`src/hdl/quad_interp_params.svh`:
```
`ifndef QUAD_INTERP_PARAMS_SVH
`define QUAD_INTERP_PARAMS_SVH

// points per frame through the two 2x stages
`define QI_IN_TAPS      6
`define QI_MID_TAPS     11
`define QI_OUT_TAPS     21

// one memory region per channel
`define QI_CHANNELS     2
`define QI_REGION_WORDS 32

// covers all regions of the result memory
`define QI_ADDR_W       6

`endif

```
`src/hdl/quad_interp_pkg.sv`:
```
`include "quad_interp_params.svh"

package quad_interp_pkg;

   // raw input sample
   typedef logic signed [7:0] sample_t;

   // working width of both stages that wraps on overflow
   typedef logic signed [8:0] interp_t;

   // stored word
   typedef logic signed [15:0] result_t;

   typedef sample_t [`QI_IN_TAPS-1:0] in_frame_t;
   typedef result_t [`QI_OUT_TAPS-1:0] out_frame_t;

   typedef logic [`QI_ADDR_W-1:0] ram_addr_t;

endpackage

```
`src/hdl/interp_stage.sv`:
```
`timescale 1ns/1ps

module interp_stage #(
   parameter int  N_IN  = 6,
   parameter type in_t  = logic signed [7:0],
   parameter type out_t = logic signed [8:0]
) (
   input  logic                 clk,
   input  logic                 rst_n,
   input  logic                 in_valid,
   input  in_t  [N_IN-1:0]      din,
   output logic                 out_valid,
   output out_t [2*N_IN-2:0]    dout
);

   out_t [N_IN-1:0] x;
   out_t [N_IN-1:0] even_q1;
   out_t [N_IN-1:0] even_q2;
   out_t [N_IN-1:0] even_q3;
   logic [2:0]      vld_q;

   // widen before shifting so all terms share one width
   always_comb
   begin
      for (int i = 0; i < N_IN; i++)
      begin
         x[i] = out_t'(din[i]);
      end
   end

   for (genvar k = 0; k < N_IN - 1; k++)
   begin : g_odd
      out_t t38;
      out_t t34;
      out_t t18;
      out_t p38_q;
      out_t p34_q;
      out_t p18_q;
      out_t sum_q;
      out_t sub_q;
      out_t odd_q;

      if (k < N_IN - 2)
      begin : g_inner
         assign t38 = x[k];
         assign t34 = x[k + 1];
         assign t18 = x[k + 2];
      end
      else
      begin : g_edge
         // no right neighbour, so the window is mirrored
         assign t38 = x[N_IN - 1];
         assign t34 = x[N_IN - 2];
         assign t18 = x[N_IN - 3];
      end

      // 3/8 and 3/4 terms, then their sum, then minus 1/8
      always_ff @(posedge clk)
      begin
         p38_q <= (t38 >>> 2) + (t38 >>> 3);
         p34_q <= (t34 >>> 1) + (t34 >>> 2);
         p18_q <= t18 >>> 3;
         sum_q <= p38_q + p34_q;
         sub_q <= p18_q;
         odd_q <= sum_q - sub_q;
      end

      assign dout[2*k + 1] = odd_q;
   end

   // copies ride alongside the midpoint math
   always_ff @(posedge clk)
   begin
      even_q1 <= x;
      even_q2 <= even_q1;
      even_q3 <= even_q2;
   end

   for (genvar i = 0; i < N_IN; i++)
   begin : g_even
      assign dout[2*i] = even_q3[i];
   end

   always_ff @(posedge clk)
   begin
      if (!rst_n)
      begin
         vld_q <= '0;
      end
      else
      begin
         vld_q <= {vld_q[1:0], in_valid};
      end
   end

   assign out_valid = vld_q[2];

endmodule

```
`src/hdl/quad_interp.sv`:
```
`timescale 1ns/1ps
`include "quad_interp_params.svh"

module quad_interp (
   input  logic                        clk,
   input  logic                        rst_n,
   input  logic                        new_data,
   input  quad_interp_pkg::in_frame_t  din,
   output logic                        out_valid,
   output quad_interp_pkg::out_frame_t dout
);

   import quad_interp_pkg::*;

   in_frame_t                  din_q;
   logic                       cap_vld_q;
   logic                       mid_valid;
   interp_t [`QI_MID_TAPS-1:0] mid;
   logic                       fine_valid;
   interp_t [`QI_OUT_TAPS-1:0] fine;

   always_ff @(posedge clk)
   begin
      if (new_data)
      begin
         din_q <= din;
      end
   end

   always_ff @(posedge clk)
   begin
      if (!rst_n)
      begin
         cap_vld_q <= 1'b0;
         out_valid <= 1'b0;
      end
      else
      begin
         cap_vld_q <= new_data;
         out_valid <= fine_valid;
      end
   end

   // 6 -> 11 points
   interp_stage #(
      .N_IN  (`QI_IN_TAPS),
      .in_t  (sample_t),
      .out_t (interp_t)
   ) u_stage1 (
      .clk       (clk),
      .rst_n     (rst_n),
      .in_valid  (cap_vld_q),
      .din       (din_q),
      .out_valid (mid_valid),
      .dout      (mid)
   );

   // 11 -> 21 points
   interp_stage #(
      .N_IN  (`QI_MID_TAPS),
      .in_t  (interp_t),
      .out_t (interp_t)
   ) u_stage2 (
      .clk       (clk),
      .rst_n     (rst_n),
      .in_valid  (mid_valid),
      .din       (mid),
      .out_valid (fine_valid),
      .dout      (fine)
   );

   // sign extend to the stored width
   always_ff @(posedge clk)
   begin
      if (fine_valid)
      begin
         for (int i = 0; i < `QI_OUT_TAPS; i++)
         begin
            dout[i] <= result_t'(fine[i]);
         end
      end
   end

endmodule

```
`config.mk`:
```
export PLATFORM = sky130hd
export DESIGN_NAME = quad_interp
export DESIGN_NICKNAME = d
export VERILOG_FILES = /design/src/hdl/quad_interp_pkg.sv /design/src/hdl/interp_stage.sv /design/src/hdl/quad_interp.sv
export VERILOG_INCLUDE_DIRS = /design/src /design/src/hdl
export SDC_FILE = /design/constraint.sdc
export NUM_CORES = 1
export LEC_CHECK = 0
export ABC_AREA = 0
export BUFFER_PORTS_ARGS = -buffer_cell sky130_fd_sc_hd__buf_2
export CORE_ASPECT_RATIO = 2
export CORE_MARGIN = 4
export CORE_UTILIZATION = 63
export CTS_CLUSTER_DIAMETER = 50
export DETAILED_ROUTE_END_ITERATION = 7
export PLACE_DENSITY_LB_ADDON = 0.25
export SLEW_MARGIN = 15
export SYNTH_ARGS = -nofsm -noshare
export SYNTH_HDL_FRONTEND = slang
export SYNTH_SLANG_ARGS = --single-unit
```
`constraint.sdc`:
```
create_clock -name clk -period 13.8 [get_ports clk]
set_input_delay 1.38 -clock clk [delete_from_list [all_inputs] [get_ports clk]]
set_output_delay 1.38 -clock clk [all_outputs]
set_load 0.01 [all_outputs]
```
==> impl_metrics.sql <==
INSERT INTO impl_metrics (metric_group, metric, value, unit) VALUES
('outcome', 'status', 'completed', ''),
('drt', 'routed-via-count', '22685', ''),
('worst_hold_path', 'worst_hold_path_type', 'reg -> reg', ''),
('synth', 'synth_cells', '3135', ''),
('sta', 'skew', '0.0237', 'ns'),
('floorplan', 'die-area', '68600', 'um2'),
('power_and_ir_drop', 'ir_worst_vdd', '0.000142', 'V'),
('drt', 'detail_route.wl_per_cell', '17.3', 'um'),
('drt', 'post_drt_via_cell_ratio', '5.26', ''),
('sta', 'finalMaxSlewViolations', '0', ''),
('synth', 'synth_nets', '3587', ''),
('critical_path', 'critical_path_arrival', '1.37', 'ns'),
('synth', 'ys_top_cells_by_count', '891 x dfxtp_1, 343 x ha_1, 248 x xnor2_1, 231 x edfxtp_1, 214 x inv_1', ''),
('grt', 'number_of_global_route_vias_before_repair', '24400', ''),
('finish', 'area.growth.synth_to_final', '11.7', '%'),
('critical_path', 'path_cells', 'buf_2', ''),
('clock_network', 'cts-root-to-sink-buffers', '3', ''),
('grt', 'largest_net_degree_at_the_start_of_global_routing', '77', ''),
('clock_network', 'cts_hold_buffers', '0', ''),
('job', 'drv.max_cap_violation_count', '0', ''),
('sta', 'whs', '0.319', 'ns'),
('clock_network', 'cts_buffers', '87', ''),
('synth', 'dominantRegCellSynth', 'dfxtp_1', ''),
('floorplan', 'die_height', '367', 'um'),
('clock_network', 'cts_tree', 'yes', ''),
('synth', 'fraction_of_the_mapped_netlist_area_in_compound_gates', '0.0813', ''),
('clock_network', 'cts.sink_count', '1122', ''),
('synth', 'synth_mux_area_frac', '0.000247', ''),
('finish', 'core_occupancy_in_the_finished_layout', '0.709', ''),
('synth', 'synth-async-reset-ratio', '0', ''),
('clock_network', 'cts_repair_resizes', '0', ''),
('clock_network', 'clock_latency_reported_for_the_late_side_of_the_worst_skew_pair', '0.66', 'ns'),
('drt', 'drc', '0', ''),
('place', 'dp.final_hpwl', '57500', 'um'),
('drt', 'final_ant_viol_nets', '0', ''),
('sta', 'fin_crit_sh', '0.199', ''),
('place', 'dpl_cell_area', '42200', 'um2'),
('grt', 'grt_remaining_overflow', '0', ''),
('sta', 'grt_setup_unrepaired', 'false', ''),
('grt', 'number_of_antenna_violations_at_the_first_check_in_global_routing', '5', ''),
('critical_path', 'worstPathMaxFanout', '9', ''),
('synth', 'number_of_synthesized_flops_with_an_enable_pin', '231', ''),
('sta', 'timing.final.crit_period', '2.75', 'ns'),
('floorplan', 'core', '63800', 'um2'),
('critical_path', 'path_class', 'reg -> out', ''),
('finish', 'fin_nets', '3890', ''),
('synth', 'syn_avg_cell_area', '12.9', 'um2'),
('synth', 'mappedNetlistArea', '40500', 'um2'),
('sta', 'slew-limit-headroom', '0.281', ''),
('synth', 'post-synth-top-area-fraction', '0.441', ''),
('sta', 'setup-violations-final', '0', ''),
('finish', 'final_design_area_no_fill', '45200', 'um2'),
('critical_path', 'required', '12.42', 'ns'),
('place', 'numPortBuffers', '387', ''),
('synth', 'synth_warnings', '0', ''),
('floorplan', 'rows', '131', ''),
('clock_network', 'ctsRootBufferMaster', 'clkbuf_16', ''),
('sta', 'fmax', '0.364', 'GHz'),
('synth', 'postSynthRegisterBits', '1122', ''),
('finish', 'final_layout_size_suffix_gt1_frac', '0.163', ''),
('synth', 'synth-xor-area-share', '0.0703', ''),
('synth', 'synth-seq-area-share', '0.612', ''),
('clock_network', 'post_cts_buffers', '0', ''),
('drt', 'drtPass1Iterations', '5', ''),
('synth', 'cell_type_contributing_the_most_total_cell_area_after_synthesis', 'dfxtp_1', ''),
('floorplan', 'start_util', '0.635', ''),
('synth', 'synth_fa_ha_area_frac', '0.135', ''),
('critical_path', 'critical_path.n_buffers_inverters', '1', ''),
('floorplan', 'io_pins', '388', ''),
('grt', 'combined_global_route_utilization_of_all_metal_layers', '0.220', ''),
('drt', 'routed_wirelength', '74800', 'um');
## power by group
part / total (mW) / switching, mW / internal (mW)
registers: 4.87 / 0.465 / 4.41
logic: 4.04 / 2.15 / 1.89
clock network: 2.55 / 1.13 / 1.42
total: 11.5 / 3.75 / 7.72
## final timing paths
| check | start | end | slack (ns) | cells past startpoint |
|---|---|---|---|---|
| hold reg to reg | u_stage1.g_odd[0].p18_q[1] | u_stage1.g_odd[0].sub_q[1] | 0.32 | 0 |
| hold / removal | u_stage1.g_odd[0].p18_q[1] | u_stage1.g_odd[0].sub_q[1] | 0.32 | 0 |
| setup reg to reg | u_stage1.g_odd[1].sub_q[1] | u_stage1.g_odd[1].odd_q[7] | 11.64 | 7 |
| setup / recovery | dout[199] | dout[206] | 11.05 | 1 |
## metal layers
metal	vias up	wire length (um)	track usage
li1	11190	-	-
met1	10686	25600	0.208
met2	602	41500	0.436
met3	201	3790	0.0473
met4	6	3910	0.113
met5	-	48	0
## sequential cells by signal, indices dropped and copies added (netlist names), 32 cells and up
| signal | flops |
|---|---|
| u_stage2.g_odd.p34_q | 72 |
| u_stage1.g_odd.p38_q | 32 |
| u_stage2.even_q1 | 62 |
| u_stage2.even_q2 | 80 |
| u_stage2.g_odd.sum_q | 90 |
| u_stage1.g_odd.sum_q | 45 |
| u_stage2.g_odd.odd_q | 90 |
| u_stage1.dout | 48 |
| din_q | 48 |
| u_stage2.g_odd.p38_q | 69 |
| u_stage1.g_odd.odd_q | 45 |
| u_stage2.dout | 93 |
| u_stage1.even_q2 | 40 |
| dout | 183 |
## through the flow
stage	worst slack (ns)	instances	power, mW
2_1_floorplan	8.95	3135	7.93
3_3_place_gp	11.19	4147	8.81
3_5_place_dp	11.18	4147	8.99
4_1_cts	10.99	4311	11.6
5_1_grt	10.97	4312	12.3
6_report	11.05	4312	11.5
## area by class of cell
type | instances | area, um2
fillers | 4353 | 18500
clock buffers | 119 | 2540
repair buffers | 389 | 1950
well taps | 798 | 998
diodes | 1 | 2.50
flip-flops and latches | 1122 | 24800
clock inverters | 45 | 463
multi-input cells | 1624 | 13700
inverters | 214 | 803
## logic make-up after synthesis
logic type                 after synthesis
and+or+nand+nor                        439
AOI/OAI and AO/OA                      458
DFF                                   1122
buffers and inverters                  389
muxes                                    1
xor gates and xnor gates               325
adders and majority gates              401
## cell usage in the layout (no fill, tap or decap), types with 4 or more instances in the layout
cell type and instances:
dfxtp_1 890, buf_2 387, ha_1 343, xnor2_1 248, edfxtp_1 231, inv_1 214
nor2_1 137, a21oi_1 116, a21o_1 98, clkbuf_16 93, nand2_1 83, nand3_1 83
xor2_1 77, o21ai_0 66, fa_1 58, nor2b_1 45, o21a_1 32, nor3_1 30
o2111ai_1 28, o21bai_1 25, nand2b_1 17, a31oi_1 16, clkinv_2 15, o41ai_1 14
o41ai_2 14, clkbuf_1 13, o41a_1 12, and3_1 12, and2_1 12, clkbuf_8 11
o211ai_1 10, nand4_1 9, clkinv_1 8, a311oi_1 6, a31o_2 6, bufinv_16 6
clkinv_4 6, or2_2 4, clkinv_8 4
(Power assumes the default switching activity.)
