`src/hdl/quad_interp_params.svh`:
```
`ifndef QUAD_INTERP_PARAMS_SVH
`define QUAD_INTERP_PARAMS_SVH

// points per frame through the two 2x stages
`define QI_IN_TAPS      6
`define QI_MID_TAPS     11
`define QI_OUT_TAPS     21

// one memory region per channel
`define QI_CHANNELS     2
`define QI_REGION_WORDS 32

// covers all regions of the result memory
`define QI_ADDR_W       6

`endif

```
`src/hdl/quad_interp_pkg.sv`:
```
`include "quad_interp_params.svh"

package quad_interp_pkg;

   // raw input sample
   typedef logic signed [7:0] sample_t;

   // working width of both stages that wraps on overflow
   typedef logic signed [8:0] interp_t;

   // stored word
   typedef logic signed [15:0] result_t;

   typedef sample_t [`QI_IN_TAPS-1:0] in_frame_t;
   typedef result_t [`QI_OUT_TAPS-1:0] out_frame_t;

   typedef logic [`QI_ADDR_W-1:0] ram_addr_t;

endpackage

```
`src/hdl/frame_writer.sv`:
```
`timescale 1ns/1ps
`include "quad_interp_params.svh"

module frame_writer #(
   parameter quad_interp_pkg::ram_addr_t BASE = '0
) (
   input  logic                        clk,
   input  logic                        rst_n,
   input  logic                        out_valid,
   input  quad_interp_pkg::out_frame_t dout,
   input  logic                        grant,
   output logic                        req,
   output quad_interp_pkg::ram_addr_t  wr_addr,
   output quad_interp_pkg::result_t    wr_data,
   output logic                        frame_done,
   output logic                        overflow
);

   import quad_interp_pkg::*;

   localparam int IDX_W = $clog2(`QI_OUT_TAPS);

   out_frame_t       frame_q;
   logic [IDX_W-1:0] idx_q;
   logic             busy_q;
   logic             last_word;

   assign last_word  = idx_q == IDX_W'(`QI_OUT_TAPS - 1);
   assign req        = busy_q;
   assign wr_addr    = BASE + ram_addr_t'(idx_q);
   assign wr_data    = frame_q[idx_q];
   assign frame_done = busy_q && grant && last_word;

   // one frame held while its words drain
   always_ff @(posedge clk)
   begin
      if (out_valid && !busy_q)
      begin
         frame_q <= dout;
      end
   end

   always_ff @(posedge clk)
   begin
      if (!rst_n)
      begin
         busy_q   <= 1'b0;
         idx_q    <= '0;
         overflow <= 1'b0;
      end
      else if (!busy_q)
      begin
         if (out_valid)
         begin
            busy_q <= 1'b1;
         end
      end
      else
      begin
         // frame arriving mid-transfer is lost
         if (out_valid)
         begin
            overflow <= 1'b1;
         end
         if (grant)
         begin
            idx_q <= last_word ? '0 : idx_q + 1'b1;
            if (last_word)
            begin
               busy_q <= 1'b0;
            end
         end
      end
   end

endmodule

```
`config.mk`:
```
export PLATFORM = sky130hd
export DESIGN_NAME = frame_writer
export DESIGN_NICKNAME = d
export VERILOG_FILES = /design/src/hdl/quad_interp_pkg.sv /design/src/hdl/frame_writer.sv
export VERILOG_INCLUDE_DIRS = /design/src /design/src/hdl
export SDC_FILE = /design/constraint.sdc
export NUM_CORES = 1
export LEC_CHECK = 0
export BUFFER_PORTS_ARGS = -buffer_cell sky130_fd_sc_hd__buf_2
export CORE_UTILIZATION = 45
export DETAILED_ROUTE_END_ITERATION = 10
export HOLD_SLACK_MARGIN = 0.03
export PLACE_DENSITY = 0.68
export SLEW_MARGIN = 20
export SYNTH_ARGS = -nofsm -noshare
export SYNTH_HDL_FRONTEND = slang
export SYNTH_SLANG_ARGS = --single-unit
```
`constraint.sdc`:
```
create_clock -name clk -period 28 [get_ports clk]
set_clock_uncertainty 0.05 [all_clocks]
set_input_delay 5.6 -clock clk [delete_from_list [all_inputs] [get_ports clk]]
set_output_delay 5.6 -clock clk [all_outputs]
set_load 0.02 [all_outputs]
```
==> impl_metrics.tcl, run 1 <==
set metrics [dict create \
    end_kind "output port" \
    cts_resized 0 \
    dp.cells 1334 \
    grt_remaining_overflow 0 \
    avgSynthCellArea_um2 21.6 \
    syn_to_final_growth_pct 24.3 \
    cp.required_ns 22.35 \
    yosysWarnings 0 \
    synthXorXnorAreaFrac 0.00265 \
    setup_tns_ns 0 \
    p_leak_nw 6.17 \
    seqCellArea_um2 10200 \
    relSlewSlack 0.311 \
    arrival_ns 6.25 \
    r2r_end "frame_q[177]$_DFFE_PP_" \
    cp_cell_sequence "buf_2, and3_1, and3_1, buf_2" \
    synth_top_area_share 0.763 \
    synthTopCellsByCount "edfxtp_1, a22oi_1, mux4_2" \
    rsz0062_at_grt "no" \
    cts_setup_buffers 0 \
    power_switching_uw 232 \
    initial_core_util 0.460 \
    drv_cap 0 \
    start_kind "input port" \
    final_cells 1405 \
    die_h_um 173 \
    min_from "overflow$_SDFFE_PN0P_" \
    design.die.area_um2 30100 \
    period_share 0.425 \
    multi_input_area_um2 2740 \
    pin_count 365 \
    peakVddDrop_mv 0.0446 \
    ctsHoldBuffers 0 \
    cts_tree "built" \
    layout.nets 1331 \
    yosysUniqueCellTypes 36 \
    netlist_instances 613 \
    vias 7334 \
    netSwitchingFraction 0.208 \
    place_congestion 0.791 \
    cp_slowest_stage_delay_ns 0.19 \
    clk_latency_ns 0.49 \
    synth.area.top_cells "edfxtp_1, mux4_2, mux4_1, a22oi_1, mux2_2" \
    synth.cell_area_um2 13200 \
    drive_above_1_share 0.476 \
    routed_wl_um 31100 \
    async_reset_ff_frac 0 \
    yosysTopAreaCell "edfxtp_1" \
    grt_max_degree 90 \
    drtIter0Drc 500 \
    fin_util 0.572 \
    outcome "finished, final reports clean" \
    min_to "overflow$_SDFFE_PN0P_" \
    r2r_cells 3 \
    fp.coreArea_um2 28800 \
    synth-compound-area-share 0.0530 \
    p_comb_frac 0.068 \
    grt_pass1_wl_um 45800 \
    critPathSlowestCell "and3_1" \
    synthMuxAreaShare 0.131 \
    grt.total_usage 0.207 \
    drcViolationCount 0 \
    dp_hpwl_um 21900 \
    grt_pass1_vias 7758 \
    holdPathStages 2 \
    drv_slew 0 \
    worst_slew_pin_slew_ns 1.03 \
    cts_buffers 37 \
    wl_per_cell_um 22.1 \
    ys_seq_elements 343 \
    synth_adder_area_share 0.00189 \
    path_delay_family "simple AND/OR/NAND/NOR gates" \
    fillerInstances 2236 \
    fmax_mhz 84.0 \
    pwr-share-clk 0.385 \
    synth-edff-count 336 \
    setup_viol 0 \
    die_w_um 173 \
    dr.pass1.iters 5 \
    synth.most_common_cell "edfxtp_1" \
    antenna_found_initial 8 \
    p_seq_frac 0.547 \
    hold_path_class "reg2reg" \
    synthesis.nets 955 \
    p_per_area_nw_per_um2 67.6 \
    rrSetupSlack_ns 24.59 \
    critPathKind "in2out" \
    finalCriticalPeriod_ns 11.90 \
    io_buffers 363 \
    ys_seq_area_frac 0.773 \
    worstPathMaxFanout 4 \
    rows 62 \
    p_int_uw 880 \
    root_buffer "clkbuf_16" \
    r2r-start "req$_SDFF_PN0_" \
    clkSinkCount 343 \
    clockBufferDepth 3 \
    cts_max_level 2 \
    yosys_most_used_dff "edfxtp_1" \
    hold_viol 0 \
    critPathBufInv 2 \
    synth-simple-area-share 0.0171 \
    clkTransAtPathRegs_ns 0.06 \
    ant_nets 0 \
    synth_top_family_by_area "multiplexers" \
    vias_per_cell 5.22 \
]
## metal layers
layer  GRT usage  routed length, um
met5           0                  0
met1       0.260              12100
met4      0.0841                950
met2       0.349              15700
met3      0.0454               2250
## tightest hold or removal path, stage by stage, from the launching register on
cell and delay [ns]:
dfxtp_1 0.33, a21oi_1 0.05, nor2b_1 0.10
## state kept, by name, summed over array words and instances (netlist names)
register / count
overflow: 1
idx_q: 5
frame_q: 336
req: 1
## power by group through the flow
stage               clock network, mW  logic, mW  registers, mW
floorplan                           0     0.0405          0.629
global placement                    0     0.0749          0.617
detailed placement                  0     0.0761          0.619
CTS                             0.439     0.0763          0.608
global route                    0.458     0.0821          0.610
finish                          0.428     0.0754          0.608
## worst max-delay path by stage
stage | start | end | slack (ns) | cells past startpoint
2_1_floorplan | out_valid | frame_q[0]$_DFFE_PP_ | 6.84 | 1
6_report | grant | frame_done | 16.10 | 4
4_1_cts | grant | frame_done | 16.10 | 4
3_3_place_gp | grant | frame_done | 16.11 | 4
5_1_grt | grant | frame_done | 16.05 | 4
3_5_place_dp | grant | frame_done | 16.10 | 4
## area by class of cell
class | instances | share of cell area
Multi-Input combinational cell | 230 | 0.167
Clock inverter | 15 | 0.00449
Inverter | 2 | 0.000456
Timing Repair Buffer | 375 | 0.116
Sequential cell | 343 | 0.622
Tap cell | 384 | 0.0292
Antenna cell | 9 | 0.00137
Clock buffer | 47 | 0.0592
## cells by family (layout without fill, tap and decap cells)
| logic type | after synthesis | count (layout) |
|---|---|---|
| flip-flops | 343 | 343 |
| XOR/XNOR | 4 | 4 |
| multiplexers | 82 | 82 |
| AO/OA/AOI/OAI | 97 | 97 |
| buffers and inverters | 40 | 439 |
| AND/OR/NAND/NOR | 44 | 44 |
| adder cells (fa/ha/maj) | 2 | 2 |
| other | 1 | 10 |
## layout by cell type (no fill, tap or decap), types with 3 or more instances in the layout
| cell | n |
|---|---|
| a21o_1 | 15 |
| a22oi_1 | 46 |
| a32oi_1 | 15 |
| buf_2 | 363 |
| buf_4 | 11 |
| clkbuf_1 | 9 |
| clkbuf_16 | 37 |
| clkinv_1 | 7 |
| clkinv_2 | 6 |
| dfxtp_1 | 4 |
| diode_2 | 9 |
| edfxtp_1 | 336 |
| mux2_2 | 16 |
| mux2i_1 | 3 |
| mux4_1 | 27 |
| mux4_2 | 36 |
| nand2_1 | 18 |
| nand3_1 | 6 |
| nor2_1 | 6 |
| o21ai_0 | 17 |
| xor2_1 | 3 |
## metrics by stage
stage          instance area, um^2  hold WS, ns  setup slack, ns  power [mW]
2_1_floorplan                13200        0.528             6.84       0.669
3_3_place_gp                 15400        0.417            16.11       0.692
3_5_place_dp                 15400        0.456            16.10       0.695
4_1_cts                      16400        0.471            16.10        1.12
5_1_grt                      16400        0.506            16.05        1.15
6_report                     16400        0.464            16.10        1.11
No activity file was read; power rests on OpenSTA's default activity.
==> run 2, diff against run 1 <==
==> constraint.sdc (replaced) <==
create_clock -name clk -period 11.6 [get_ports clk]
set_clock_uncertainty 0.05 [all_clocks]
set_input_delay 2.32 -clock clk [delete_from_list [all_inputs] [get_ports clk]]
set_output_delay 2.32 -clock clk [all_outputs]
set_load 0.02 [all_outputs]
==> impl_metrics.tcl, run 2 (synthesized netlist as in run 1, its figures left out) <==
set metrics [dict create \
    cp_cell_sequence "buf_4, mux4_1, a22oi_1, nand2_1, a21o_1, buf_2" \
    fp.coreArea_um2 28800 \
    r2r-start "req$_SDFF_PN0_" \
    r2r_cells 3 \
    hold_path_class "reg2reg" \
    critPathSlowestCell "buf_4" \
    p_per_area_nw_per_um2 166 \
    finalCriticalPeriod_ns 5.97 \
    regMostFlops "frame_q" \
    clk_latency_ns 0.51 \
    fmax_mhz 167 \
    multi_input_area_um2 2740 \
    die_w_um 173 \
    clockBufferDepth 3 \
    cts_buffers 36 \
    worst_slew_pin_slew_ns 1.10 \
    drcViolationCount 0 \
    cts_max_level 2 \
    design.die.area_um2 30100 \
    drv_cap 0 \
    wl_per_cell_um 22.7 \
    vias_per_cell 5.33 \
    place_congestion 0.816 \
    pin_count 365 \
    rrSetupSlack_ns 8.16 \
    grt_pass1_vias 7799 \
    outcome "finished, final reports clean" \
    io_buffers 363 \
    drv_slew 0 \
    start_kind "flop" \
    drive_above_1_share 0.477 \
    grt_max_degree 88 \
    top_regs "frame_q (336), idx_q (5)" \
    relSlewSlack 0.267 \
    power_mw 2.73 \
    vias 7522 \
    path_delay_family "buffers and inverters" \
    arrival_ns 3.60 \
    clkTransAtPathRegs_ns 0.06 \
    critPathBufInv 2 \
    final_common_cell "buf_2" \
    grt_pass1_wl_um 47000 \
    seqCellArea_um2 10200 \
    antenna_found_initial 12 \
    rsz0062_at_grt "no" \
    drtIter0Drc 639 \
    critPathKind "reg2out" \
    ant_nets 0 \
    r2r_end "frame_q[104]$_DFFE_PP_" \
    dr.pass1.iters 5 \
    rows 62 \
    routed_wl_um 32100 \
    min_to "overflow$_SDFFE_PN0P_" \
    cp.required_ns 9.23 \
    cts_tree "built" \
    period_share 0.515 \
    ctsHoldBuffers 0 \
    cp_slowest_stage_delay_ns 0.79 \
    root_buffer "clkbuf_16" \
    layout.nets 1331 \
    holdPathStages 2 \
    worstPathMaxFanout 58 \
    grt.total_usage 0.214 \
    hold_viol 0 \
    cts_setup_buffers 0 \
    fillerInstances 2236 \
    final_cell_mix "buf_2, edfxtp_1, a22oi_1, clkbuf_16, mux4_2" \
    peakVddDrop_mv 0.134 \
    setup_viol 0 \
    min_from "overflow$_SDFFE_PN0P_" \
    largest_reg_flops 336 \
    setup_tns_ns 0 \
    cts_resized 0 \
    syn_to_final_growth_pct 24.8 \
    die_h_um 173 \
    initial_core_util 0.460 \
    dp_hpwl_um 22600 \
    end_kind "output port" \
    clkSinkCount 343 \
    grt_remaining_overflow 0 \
    p_leak_nw 6.20 \
    worst_hold_slack_ns 0.440 \
]
[run 2: cell types whose count changed in the layout (fill, tap and decap cells not counted)]
cell	change
buf_4	+2
buf_6	-1
clkinv_1	+6
clkbuf_1	-5
bufinv_16	+2
diode_2	+3
nor3b_2	+1
clkinvlp_4	+1
clkbuf_8	-1
nor3b_4	-1
[run 2: worst register-to-register path, cell delays in order (launching register included)]
cell and delay [ns]:
dfxtp_1 0.41, nor2b_4 0.86, buf_4 0.70, buf_4 0.97
[run 2: report_power, final]
part	internal, mW	switching (mW)	leakage (nW)
Sequential	1.44	0.0203	3.26
Combinational	0.0891	0.0989	2.40
Clock	0.626	0.454	0.542
Total	2.16	0.573	6.20
[run 2: metal layers]
metal / routed length, um / GRT usage / part of all wire
met2: 16400 / 0.358 / 0.51
met1: 12500 / 0.272 / 0.39
met4: 819 / 0.0826 / 0.025
met5: 13 / 0 / 0.00040
met3: 2450 / 0.0491 / 0.076
[run 2: layout make-up]
class	instances	area share
inverter	2	0.000455
multi-input combinational	230	0.166
clock inverter	24	0.00993
clock buffer	41	0.0570
tap	384	0.0291
sequential	343	0.620
timing repair buffer	376	0.116
antenna	12	0.00182
[run 2: how the worst max path moves through the flow]
stage | from | endpoint | slack [ns] | cells after the start
floorplan | out_valid | frame_q[0]$_DFFE_PP_ | 0.05 | 1
global placement | idx_q[1]$_SDFFE_PN0P_ | wr_data[5] | 6.14 | 6
detailed placement | idx_q[1]$_SDFFE_PN0P_ | wr_data[5] | 6.13 | 6
CTS | idx_q[1]$_SDFFE_PN0P_ | wr_data[5] | 5.58 | 6
global route | idx_q[1]$_SDFFE_PN0P_ | wr_data[0] | 5.46 | 6
finish | idx_q[1]$_SDFFE_PN0P_ | wr_data[0] | 5.63 | 6
[run 2: metrics by stage]
| stage | setup slack [ns] | area [um^2] | utilization | std cells |
|---|---|---|---|---|
| after floorplan | 0.0492 | 13200 | - | 613 |
| after global placement | 6.14 | 15400 | 0.534 | 1335 |
| after detailed placement | 6.13 | 15400 | 0.534 | 1335 |
| after CTS | 5.58 | 16500 | 0.573 | 1400 |
| after global routing | 5.46 | 16500 | 0.574 | 1411 |
| final | 5.63 | 16500 | 0.574 | 1412 |
